File: src/logic/machine_pkg.sv
`default_nettype none

package machine_pkg;

    typedef logic [31:0] word_t;       // Data, address and instruction word
    typedef logic [3:0]  reg_index_t;  // Register number
    typedef logic [11:0] imm_t;        // Raw immediate field
    typedef logic [3:0]  op_t;         // ALU operation
    typedef logic [1:0]  deref_t;      // Memory dereference mode

    // ALU operation codes
    localparam op_t OP_OR     = 4'd0;
    localparam op_t OP_AND    = 4'd1;
    localparam op_t OP_ADD    = 4'd2;
    localparam op_t OP_MUL    = 4'd3;
    localparam op_t OP_RSVD_A = 4'd4;
    localparam op_t OP_SHL    = 4'd5;
    localparam op_t OP_LT     = 4'd6;
    localparam op_t OP_EQ     = 4'd7;
    localparam op_t OP_GT     = 4'd8;
    localparam op_t OP_ANDN   = 4'd9;
    localparam op_t OP_XOR    = 4'd10;
    localparam op_t OP_SUB    = 4'd11;
    localparam op_t OP_XNOR   = 4'd12;
    localparam op_t OP_SHR    = 4'd13;
    localparam op_t OP_NE     = 4'd14;
    localparam op_t OP_RSVD_B = 4'd15;

    localparam deref_t DEREF_NONE      = 2'b00; //  Z  <-  rhs
    localparam deref_t DEREF_LOAD      = 2'b01; //  Z  <- [rhs]
    localparam deref_t DEREF_STORE_Z   = 2'b10; // [Z] <-  rhs
    localparam deref_t DEREF_STORE_RHS = 2'b11; // [rhs] <- Z

    localparam reg_index_t PC_INDEX = 4'd15;

endpackage

`default_nettype wire

File: src/logic/alu_exec.sv
`timescale 1ns/1ns
`default_nettype none

module alu_exec (
    input  wire                clk,
    input  wire                reset_n,
    input  wire                i_exec_en,
    input  wire                i_type,
    input  wire machine_pkg::op_t   i_op,
    input  wire machine_pkg::word_t i_x,
    input  wire machine_pkg::word_t i_y,
    input  wire machine_pkg::imm_t  i_imm,
    output machine_pkg::word_t o_rhs
);

    machine_pkg::word_t imm_ext;
    machine_pkg::word_t operand;
    machine_pkg::word_t addend;
    machine_pkg::word_t result;
    logic [4:0]         shamt;

    assign imm_ext = {{20{i_imm[11]}}, i_imm};

    // Type 1 swaps the immediate and Y
    assign operand = i_type ? imm_ext : i_y;
    assign addend  = i_type ? i_y : imm_ext;
    assign shamt   = operand[4:0];

    always_comb begin
        case (i_op)
            machine_pkg::OP_OR:   result = i_x | operand;
            machine_pkg::OP_AND:  result = i_x & operand;
            machine_pkg::OP_ADD:  result = i_x + operand;
            machine_pkg::OP_MUL:  result = i_x * operand;
            machine_pkg::OP_SHL:  result = i_x << shamt;
            machine_pkg::OP_LT:   result = {32{$signed(i_x) < $signed(operand)}};
            machine_pkg::OP_EQ:   result = {32{i_x == operand}};
            machine_pkg::OP_GT:   result = {32{$signed(i_x) > $signed(operand)}};
            machine_pkg::OP_ANDN: result = i_x & ~operand;
            machine_pkg::OP_XOR:  result = i_x ^ operand;
            machine_pkg::OP_SUB:  result = i_x - operand;
            machine_pkg::OP_XNOR: result = i_x ^ ~operand;
            machine_pkg::OP_SHR:  result = i_x >> shamt;   // Logical
            machine_pkg::OP_NE:   result = {32{i_x != operand}};
            default:              result = '0;
        endcase
    end

    always_ff @(posedge clk) begin
        if (i_exec_en) begin
            o_rhs <= result + addend;
        end
    end

    // Reserved opcodes must have halted the core in DECODE
    assert property (@(posedge clk) disable iff (!reset_n)
        i_exec_en |-> (i_op != machine_pkg::OP_RSVD_A) && (i_op != machine_pkg::OP_RSVD_B))
        else $error("reserved opcode reached execute");

endmodule

`default_nettype wire

File: src/logic/insn_decoder.sv
`timescale 1ns/1ns
`default_nettype none

module insn_decoder (
    input  wire                clk,
    input  wire                reset_n,
    input  wire                i_latch,
    input  wire machine_pkg::word_t i_insn_data,
    output machine_pkg::reg_index_t o_idx_z,
    output machine_pkg::reg_index_t o_idx_x,
    output machine_pkg::reg_index_t o_idx_y,
    output machine_pkg::imm_t   o_imm,
    output machine_pkg::op_t    o_op,
    output machine_pkg::deref_t o_deref,
    output logic               o_type,
    output logic               o_illegal
);

    machine_pkg::word_t insn_q;
    machine_pkg::op_t   raw_op;

    always_ff @(posedge clk) begin
        if (!reset_n) begin
            insn_q <= '0;
        end else if (i_latch) begin
            insn_q <= i_insn_data;
        end
    end

    // Field slicing
    assign o_type  = insn_q[30];
    assign o_deref = insn_q[29:28];
    assign o_idx_z = insn_q[27:24];
    assign o_idx_x = insn_q[23:20];
    assign o_idx_y = insn_q[19:16];
    assign o_op    = insn_q[15:12];
    assign o_imm   = insn_q[11:0];

    // Checked on the raw word so the sequencer can branch out of DECODE
    assign raw_op = i_insn_data[15:12];

    assign o_illegal = i_latch && ((&i_insn_data)
                                   || i_insn_data[31]      // Class 1 not supported
                                   || (raw_op == machine_pkg::OP_RSVD_A)
                                   || (raw_op == machine_pkg::OP_RSVD_B));

endmodule

`default_nettype wire

File: src/logic/machine_core.sv
`timescale 1ns/1ns
`default_nettype none

module machine_core #(
    parameter machine_pkg::word_t RESET_VECTOR = '0
) (
    input  wire                     clk,
    input  wire                     reset_n,
    input  wire machine_pkg::word_t i_insn_data,
    input  wire machine_pkg::word_t i_data_rdata,
    output machine_pkg::word_t      o_insn_addr,
    output machine_pkg::word_t      o_data_addr,
    output machine_pkg::word_t      o_data_wdata,
    output logic                    o_data_we,
    output logic                    o_halt
);

    logic latch_insn, exec_en, mem_en, wb_en;
    logic insn_illegal, insn_type;
    logic z_writes, reg_we, jump;

    machine_pkg::reg_index_t idx_z, idx_x, idx_y;
    machine_pkg::imm_t       imm;
    machine_pkg::op_t        op;
    machine_pkg::deref_t     deref;
    machine_pkg::word_t      pc_next, val_x, val_y, val_z, rhs, wb_value;

    phase_sequencer u_seq (
        .clk(clk), .reset_n(reset_n), .i_insn_illegal(insn_illegal),
        .o_latch_insn(latch_insn), .o_exec_en(exec_en), .o_mem_en(mem_en),
        .o_wb_en(wb_en), .o_halt(o_halt)
    );

    program_counter #(.RESET_VECTOR(RESET_VECTOR)) u_pc (
        .clk(clk), .reset_n(reset_n), .i_wb_en(wb_en), .i_jump(jump),
        .i_jump_target(wb_value), .o_pc(o_insn_addr), .o_pc_next(pc_next)
    );

    insn_decoder u_dec (
        .clk(clk), .reset_n(reset_n), .i_latch(latch_insn), .i_insn_data(i_insn_data),
        .o_idx_z(idx_z), .o_idx_x(idx_x), .o_idx_y(idx_y), .o_imm(imm), .o_op(op),
        .o_deref(deref), .o_type(insn_type), .o_illegal(insn_illegal)
    );

    alu_exec u_alu (
        .clk(clk), .reset_n(reset_n), .i_exec_en(exec_en), .i_type(insn_type),
        .i_op(op), .i_x(val_x), .i_y(val_y), .i_imm(imm), .o_rhs(rhs)
    );

    register_file u_regs (
        .clk(clk), .reset_n(reset_n), .i_idx_x(idx_x), .i_idx_y(idx_y), .i_idx_z(idx_z),
        .i_pc_next(pc_next), .i_we(reg_we), .i_wdata(wb_value),
        .o_x(val_x), .o_y(val_y), .o_z(val_z)
    );

    // Memory side of the dereference
    always_comb begin
        case (deref)
            machine_pkg::DEREF_STORE_Z: begin
                o_data_addr  = val_z;
                o_data_wdata = rhs;
            end
            machine_pkg::DEREF_STORE_RHS: begin
                o_data_addr  = rhs;
                o_data_wdata = val_z;
            end
            default: begin      // Load address, or unused for plain assign
                o_data_addr  = rhs;
                o_data_wdata = val_z;
            end
        endcase
    end

    assign o_data_we = mem_en && deref[1];  // Both store modes

    // Register side
    assign z_writes = (deref == machine_pkg::DEREF_NONE) || (deref == machine_pkg::DEREF_LOAD);
    assign wb_value = (deref == machine_pkg::DEREF_LOAD) ? i_data_rdata : rhs;
    assign reg_we   = wb_en && z_writes && (idx_z != '0) && (idx_z != machine_pkg::PC_INDEX);
    assign jump     = z_writes && (idx_z == machine_pkg::PC_INDEX);

endmodule

`default_nettype wire

File: src/logic/phase_sequencer.sv
`timescale 1ns/1ns
`default_nettype none

module phase_sequencer (
    input  wire  clk,
    input  wire  reset_n,
    input  wire  i_insn_illegal,
    output logic o_latch_insn,
    output logic o_exec_en,
    output logic o_mem_en,
    output logic o_wb_en,
    output logic o_halt
);

    typedef enum logic [2:0] {
        FETCH,
        DECODE,
        EXECUTE,
        MEMORY,
        WRITEBACK,
        HALTED
    } phase_t;

    phase_t state;
    phase_t state_next;

    always_comb begin
        state_next = state;
        case (state)
            FETCH:     state_next = DECODE;
            DECODE:    state_next = i_insn_illegal ? HALTED : EXECUTE;
            EXECUTE:   state_next = MEMORY;
            MEMORY:    state_next = WRITEBACK;
            WRITEBACK: state_next = FETCH;
            default:   state_next = HALTED; // Stuck until reset
        endcase
    end

    always_ff @(posedge clk) begin
        if (!reset_n) begin
            state <= FETCH;
        end else begin
            state <= state_next;
        end
    end

    assign o_latch_insn = (state == DECODE);
    assign o_exec_en    = (state == EXECUTE);
    assign o_mem_en     = (state == MEMORY);
    assign o_wb_en      = (state == WRITEBACK);
    assign o_halt       = (state == HALTED);

    // Branch out of DECODE needs a known flag
    assert property (@(posedge clk) disable iff (!reset_n)
        o_latch_insn |-> !$isunknown(i_insn_illegal))
        else $error("illegal flag unknown in decode");

endmodule

`default_nettype wire

File: src/logic/program_counter.sv
`timescale 1ns/1ns
`default_nettype none

module program_counter #(
    parameter machine_pkg::word_t RESET_VECTOR = '0
) (
    input  wire                clk,
    input  wire                reset_n,
    input  wire                i_wb_en,
    input  wire                i_jump,
    input  wire machine_pkg::word_t i_jump_target,
    output machine_pkg::word_t o_pc,
    output machine_pkg::word_t o_pc_next
);

    // Successor of a word address is one up
    assign o_pc_next = o_pc + 32'd1;

    always_ff @(posedge clk) begin
        if (!reset_n) begin
            o_pc <= RESET_VECTOR;
        end else if (i_wb_en) begin
            o_pc <= i_jump ? i_jump_target : o_pc_next;
        end
    end

    // One advance per instruction
    assert property (@(posedge clk) disable iff (!reset_n)
        i_wb_en |=> !i_wb_en)
        else $error("writeback strobe held past one cycle");

endmodule

`default_nettype wire

File: src/logic/register_file.sv
`timescale 1ns/1ns
`default_nettype none

module register_file (
    input  wire                     clk,
    input  wire                     reset_n,
    input  wire machine_pkg::reg_index_t i_idx_x,
    input  wire machine_pkg::reg_index_t i_idx_y,
    input  wire machine_pkg::reg_index_t i_idx_z,
    input  wire machine_pkg::word_t i_pc_next,
    input  wire                     i_we,
    input  wire machine_pkg::word_t i_wdata,
    output machine_pkg::word_t      o_x,
    output machine_pkg::word_t      o_y,
    output machine_pkg::word_t      o_z
);

    machine_pkg::word_t regs [1:14];  // r0 and the pc are not stored here
    logic               z_stored;

    assign z_stored = (i_idx_z != '0) && (i_idx_z != machine_pkg::PC_INDEX);

    always_ff @(posedge clk) begin
        if (i_we && z_stored) begin
            regs[i_idx_z] <= i_wdata;
        end
    end

    // Read ports
    assign o_x = (i_idx_x == '0) ? '0
               : (i_idx_x == machine_pkg::PC_INDEX) ? i_pc_next
               : regs[i_idx_x];

    assign o_y = (i_idx_y == '0) ? '0
               : (i_idx_y == machine_pkg::PC_INDEX) ? i_pc_next
               : regs[i_idx_y];

    assign o_z = (i_idx_z == '0) ? '0
               : (i_idx_z == machine_pkg::PC_INDEX) ? i_pc_next
               : regs[i_idx_z];

    // Top level filters out writes to r0
    assert property (@(posedge clk) disable iff (!reset_n)
        i_we |-> (i_idx_z != '0))
        else $error("register write aimed at r0");

endmodule

`default_nettype wire

File: config.mk
export PLATFORM = sky130hd
export DESIGN_NAME = machine_core
export DESIGN_NICKNAME = d
export VERILOG_FILES = /design/src/logic/machine_pkg.sv /design/src/logic/alu_exec.sv /design/src/logic/insn_decoder.sv /design/src/logic/machine_core.sv /design/src/logic/phase_sequencer.sv /design/src/logic/program_counter.sv /design/src/logic/register_file.sv
export SDC_FILE = /design/constraint.sdc
export NUM_CORES = 2
export LEC_CHECK = 0
export BUFFER_PORTS_ARGS = -buffer_cell sky130_fd_sc_hd__clkbuf_2
export CORE_MARGIN = 5
export CORE_UTILIZATION = 35
export CTS_BUF_LIST = sky130_fd_sc_hd__clkbuf_4 sky130_fd_sc_hd__clkbuf_8
export DETAILED_ROUTE_END_ITERATION = 8
export GPL_TIMING_DRIVEN = 0
export PLACE_DENSITY = 0.56
export SYNTH_ARGS = -nofsm -noshare
export SYNTH_HDL_FRONTEND = slang
export SYNTH_SLANG_ARGS = --single-unit
File: constraint.sdc
create_clock -name clk -period 15.2 [get_ports clk]
set_input_delay 0.76 -clock clk [delete_from_list [all_inputs] [get_ports clk]]
set_output_delay 0.76 -clock clk [all_outputs]
set_load 0.01 [all_outputs]
Word-level counts from Yosys, hierarchy flattened
Memories as Yosys holds them, arrays and structs flattened. A register that Yosys moved wholly into a read port is not among the register bits.
Cells that the tools add are included.
{"block": "classes", "n_eq_ne": 28, "n_addsub": 4, "n_lt_le_gt_ge": 2, "bitwise_logic": 6, "n_reduce_logical": 20, "shift": 2, "n_mux": 23, "n_mul": 1}
{"op": "one-hot mux 32 bit (14 select lines)", "count": 1}
{"op": "2-to-1 mux 32 bit", "count": 12}
{"op": "adder 32 bit", "count": 2}
{"op": "bitwise AND 32 bit", "count": 2}
{"op": "XOR 32 bit", "count": 2}
{"op": "equality test 4 bit (second input constant)", "count": 11}
{"op": "adder 32 x 1 -> 32 bit (second input constant)", "count": 1}
{"op": "equality test 32 bit", "count": 1}
{"op": "> comparator 32 bit", "count": 1}
{"op": "< comparator 32 bit", "count": 1}
{"op": "multiplier 32 x 32 -> 32 bit", "count": 1}
{"op": "!= test 32 bit", "count": 1}
{"op": "inverter 32 bit", "count": 1}
{"op": "OR 32 bit", "count": 1}
{"op": "AND reduction 32 bit", "count": 1}
{"op": "left shift 32 x 5 -> 32 bit", "count": 1}
{"op": ">> shifter 32 x 5 -> 32 bit", "count": 1}
{"op": "subtractor 32 bit", "count": 1}
{"op": "2-to-1 mux 4 bit", "count": 6}
{"op": "equality test 4 x 3 -> 1 bit (second input constant)", "count": 4}
{"op": "zero test 4 bit", "count": 4}
{"op": "one-hot mux 3 bit (5 select lines)", "count": 1}
{"op": "equality test 4 x 2 -> 1 bit (second input constant)", "count": 2}
{"op": "logical AND 1 bit", "count": 8}
{"op": "13 further kinds", "count": 19}
{"block": "totals", "memories": 1, "inputBits": 66, "output_inout_bits": 98, "wordCells": 91, "mem_bits_rw": 448, "regBits": 98}
{"name": "u_regs.regs", "depth": 14, "word_bits": 32, "rd": 3, "rd_ports_with_merged_regs": 3, "write_ports": 1, "line": "register_file.sv:18", "text": "machine_pkg::word_t regs [1:14];"}

Logic depth before layout (Yosys ltp)
{"block": "depth", "word_depth": 8, "ltp_mapped": 58, "mapped_depth_nobuf": 48}

By module
From an unflattened synthesis, not the netlist that was laid out.
{"block": "unflattened", "hier_cells": 6156, "hier_area_um2": 58258.4}
{"module": "alu_exec", "area_per_inst_um2": 26862.0, "cells_each": 3439, "seq_area_each_um2": 960.9, "n_inst": 1}
{"module": "register_file", "area_per_inst_um2": 25983.7, "cells_each": 2190, "seq_area_each_um2": 13452.9, "n_inst": 1}
{"module": "program_counter", "area_per_inst_um2": 2304.7, "cells_each": 288, "seq_area_each_um2": 640.6, "n_inst": 1}
{"module": "machine_core", "area_per_inst_um2": 1694.1, "cells_each": 116, "seq_area_each_um2": 0.0, "n_inst": 1}
{"module": "insn_decoder", "area_per_inst_um2": 1233.7, "cells_each": 103, "seq_area_each_um2": 620.6, "n_inst": 1}
{"module": "phase_sequencer", "area_per_inst_um2": 180.2, "cells_each": 20, "seq_area_each_um2": 60.1, "n_inst": 1}

Least setup slack after synthesis
Ideal clock, no wire load.
{"block": "synth_timing", "path_kind": "reg2reg", "from": "reg with a tool-made name", "to": "reg u_alu.o_rhs[30], data pin", "setup_slack_ps": 3956, "required_ps": 14942, "path_buffers": 10, "path_stages_with_launch": 53, "arrival_time_ps": 10986, "setup_time_ps": 258, "period_less_slack_ps": 11244, "path_cell_list": "dfxtp_1 > buf_6 > buf_12 > buf_12 > buf_12 > buf_12 > buf_6 > mux2i_1 > o21ai_0 > mux4_2 > nand2_1 > nand2_1 > nand2_1 > o21ai_2 > buf_2 > buf_1 > buf_1 > buf_1 > [17 not listed] > inv_1 > or3_1 > xor2_1 > a221oi_1 > o21ai_0 > a221oi_1 > o211ai_1 > ha_1 > o21ai_0 > nand2b_1 > nand3_1 > nor2_1 > a21oi_1 > o21ai_0 > o41ai_1 > o21ai_0 > a21oi_1 > xnor2_1"}
{"element": "to (signal assigned)", "line": "alu_exec.sv:51", "text": "o_rhs <= result + addend;"}
{"element": "to (decl)", "line": "alu_exec.sv:13", "text": "output machine_pkg::word_t o_rhs"}

==> reports/qor.yml <==
crit_buf_inv: 8
finalHoldViolCount: 0
min_period_ns: 15.10
grt_usage: 0.355
ant_nets: 0
antenna_found_initial: 8
nNetsFinal: 6840
grt_pass1_wl_um: 426000
wl_per_cell_um: 37.9
gr-total-overflow: 0
initial_core_util: 0.353
slew_viol_final: 83
die_area_um2: 173000
rows: 148
coreArea_um2: 163000
finalSetupViolCount: 0
hold-worst-slack_ns: 0.196
p_per_area_nw_per_um2: 138
worst_pin_slew_ns: 1.68
cp-end-kind: "flip-flop"
skew_ns: 0.0632
place.gp.congestion: 1.05
grt_pass1_vias: 51908
failed_checks: "max-capacitance violations, max-slew violations"
synth.ff_latch_count: 558
synth_top_area_frac: 0.251
hpwl_um: 248000
p_leak_nw: 24.4
crit_family: "compound AO/OA/AOI/OAI gates"
crit_top_cell: "o21ai_0"
htree_levels: 3
synth_area_leaders: "edfxtp_1, fa_1, mux4_2, ha_1, mux2i_1"
slowest_delay_ns: 0.97
fp.dieW_um: 415
worst_setup_path_start_kind: "flip-flop"
critPathMaxFanout: 10
worstPathRequired_ns: 15.74
max-slew-margin-rel: -0.128
slowest_stage: "clkbuf_1"
synth_top_cell_by_area: "edfxtp_1"
syn_inst: 5823
first_pass_iters: 6
cts_made_buffers: 91
clock_latency_ns: 0.83
utilization: 0.392
post-cts-setup-buffers: 0
cts_root_buf: "clkbuf_8"
synthArstFlopShare: 0
yosysSeqAreaShare: 0.278
syn_nets: 6551
ys.flop_type: "edfxtp_1"
ys_warn_count: 0
clock_path_buffers: 3
via_count: 52575
synth.avg_cell_area_um2: 9.88
synth_edf_count: 480
max_freq_ghz: 0.0662
p_total_mw: 8.80
peakVddDrop_uv: 295
wl_um: 317000
cts_tree: "done"
via_per_inst: 6.28
hold_class: "primary input to flip-flop"
clock-sinks: 558
critPathArrivalTime_ns: 15.63
rsz0062_at_grt: "no"
path_class: "flip-flop to flip-flop"
grt_max_degree: 20
synth.cell_area_um2: 57500
drive_gt1_frac: 0.147
maxCapViolCount: 10
portBuffers: 162
fin_crit_sh: 0.993
pin_count: 164
status: "finished with violations"
area_delta_synth_final_pct: 11.1
ys_types: 103
clkTransAtPathRegs_ns: 0.06
drc: 0
fp.dieH_um: 415
drtIter0Drc: 7059
metrics by stage:
stage | area (µm²) | instances | worst slack (ns) | TNS (ns)
2_1_floorplan | 57500 | 5823 | 3.96 | 0
3_3_place_gp | 61100 | 8160 | -2.00 | -20.91
3_5_place_dp | 61800 | 8201 | -1.79 | -15.77
4_1_cts | 63900 | 8367 | 0.0135 | 0
5_1_grt | 63900 | 8364 | 0.0339 | 0
6_report | 63900 | 8372 | 0.102 | 0
worst reg2reg max path: cells and delay by family, from the launching register on:
family / cells / cell delay (ns)
flip-flops: 1 / 0.44
XOR/XNOR: 2 / 0.38
multiplexers: 1 / 0.37
AO/OA/AOI/OAI: 18 / 4.87
buffers and inverters: 8 / 2.74
AND/OR/NAND/NOR: 8 / 1.40
adder cells (fa/ha/maj): 11 / 4.61
cell usage in the layout, fill, tap and decap left out, types with 46 or more instances in the layout:
master    synthesis  routed
nand2_1         721     721
inv_1           557     557
nor2_1          539     526
edfxtp_1        480     480
fa_1            411     411
a21oi_1         347     346
o21ai_0         286     286
mux2i_1         282     282
mux4_2          252     252
ha_1            251     251
clkbuf_1        254     231
clkbuf_2          1     184
xnor2_1         158     157
clkbuf_8          5     108
a211oi_1         86      84
dfxtp_1          78      77
mux2_2           74      74
nand3_1          63      63
o22ai_1          49      48
o211ai_1         47      47
buf_1            59      46
kinds of logic after synthesis:
family                   count (synthesis)  share of synthesized area
XOR/XNOR                               202                     0.0316
adder cells (fa/ha/maj)                662                      0.198
buffers and inverters                  987                     0.0724
AND/OR/NAND/NOR                       1580                      0.117
multiplexers                           626                      0.170
AO/OA/AOI/OAI                         1208                      0.133
flip-flops                             558                      0.278
flip-flops by register name, summed over array words and instances (netlist names), named ones only:
register and count:
u_regs.regs 448, u_alu.o_rhs 32, u_pc.o_pc 32, u_dec.insn_q 31, u_seq.state 3
final timing paths:
path / slack (ns) / endpoint / startpoint / depth (start not counted)
setup / recovery: 0.10 / u_alu.o_rhs[30] / flip-flop / 48
hold / removal: 0.20 / u_dec.insn_q[7] / i_insn_data[7] / 3
setup reg to reg: 0.10 / u_alu.o_rhs[30] / flip-flop / 48
hold reg to reg: 0.46 / u_dec.insn_q[2] / u_dec.insn_q[2] / 2
synthesized netlist by cell type (all sizes together), types with 10 or more instances:
| library cell | count |
|---|---|
| nand2 | 722 |
| inv | 566 |
| nor2 | 542 |
| edfxtp | 480 |
| fa | 411 |
| a21oi | 354 |
| o21ai | 315 |
| mux2i | 282 |
| mux4 | 270 |
| clkbuf | 260 |
| ha | 251 |
| xnor2 | 159 |
| buf | 150 |
| a211oi | 89 |
| dfxtp | 78 |
| mux2 | 74 |
| nand3 | 65 |
| nor3 | 50 |
| o22ai | 49 |
| o211ai | 47 |
| and2 | 45 |
| a21boi | 44 |
| a21o | 43 |
| xor2 | 40 |
| o21a | 30 |
| a31oi | 28 |
| o21bai | 28 |
| nor2b | 27 |
| nor4 | 25 |
| nand4 | 24 |
| o221ai | 20 |
| o31ai | 20 |
| a221oi | 19 |
| nand2b | 19 |
| and3 | 17 |
| a22oi | 16 |
| a221o | 13 |
| clkinv | 11 |
| a2111oi | 10 |
layer usage:
metal,track usage,share of wire,vias up
met5,0,0.000025,-
met4,0.298,0.11,2
met3,0.0691,0.091,1107
met2,0.572,0.46,3698
met1,0.408,0.35,26613
li1,-,-,21155
power by group:
| group | switching (mW) | leakage [nW] | internal [mW] |
|---|---|---|---|
| registers | 0.0275 | 4.95 | 1.72 |
| logic | 3.78 | 18.4 | 1.80 |
| clock network | 0.702 | 1.04 | 0.767 |
| total | 4.50 | 24.4 | 4.30 |
final cells by class:
cell class              instances  area, µm²
repair buffers                204       1440
clock inverters                43        358
fillers                     16375      99200
multi-input cells            4278      37600
diodes                          9       22.5
plain buffers                 402       2050
well taps                    2175       2720
inverters                     577       2170
clock buffers                 126       1590
flip-flops and latches        558      16000
what timing repair did:
item / CTS / global route
setup endpoints to repair: 17 / 9
hold buffers: 0 / 0
gates resized for setup: 30 / 27
pin swaps: 0 / 0
No activity file was read; power rests on OpenSTA's default activity.
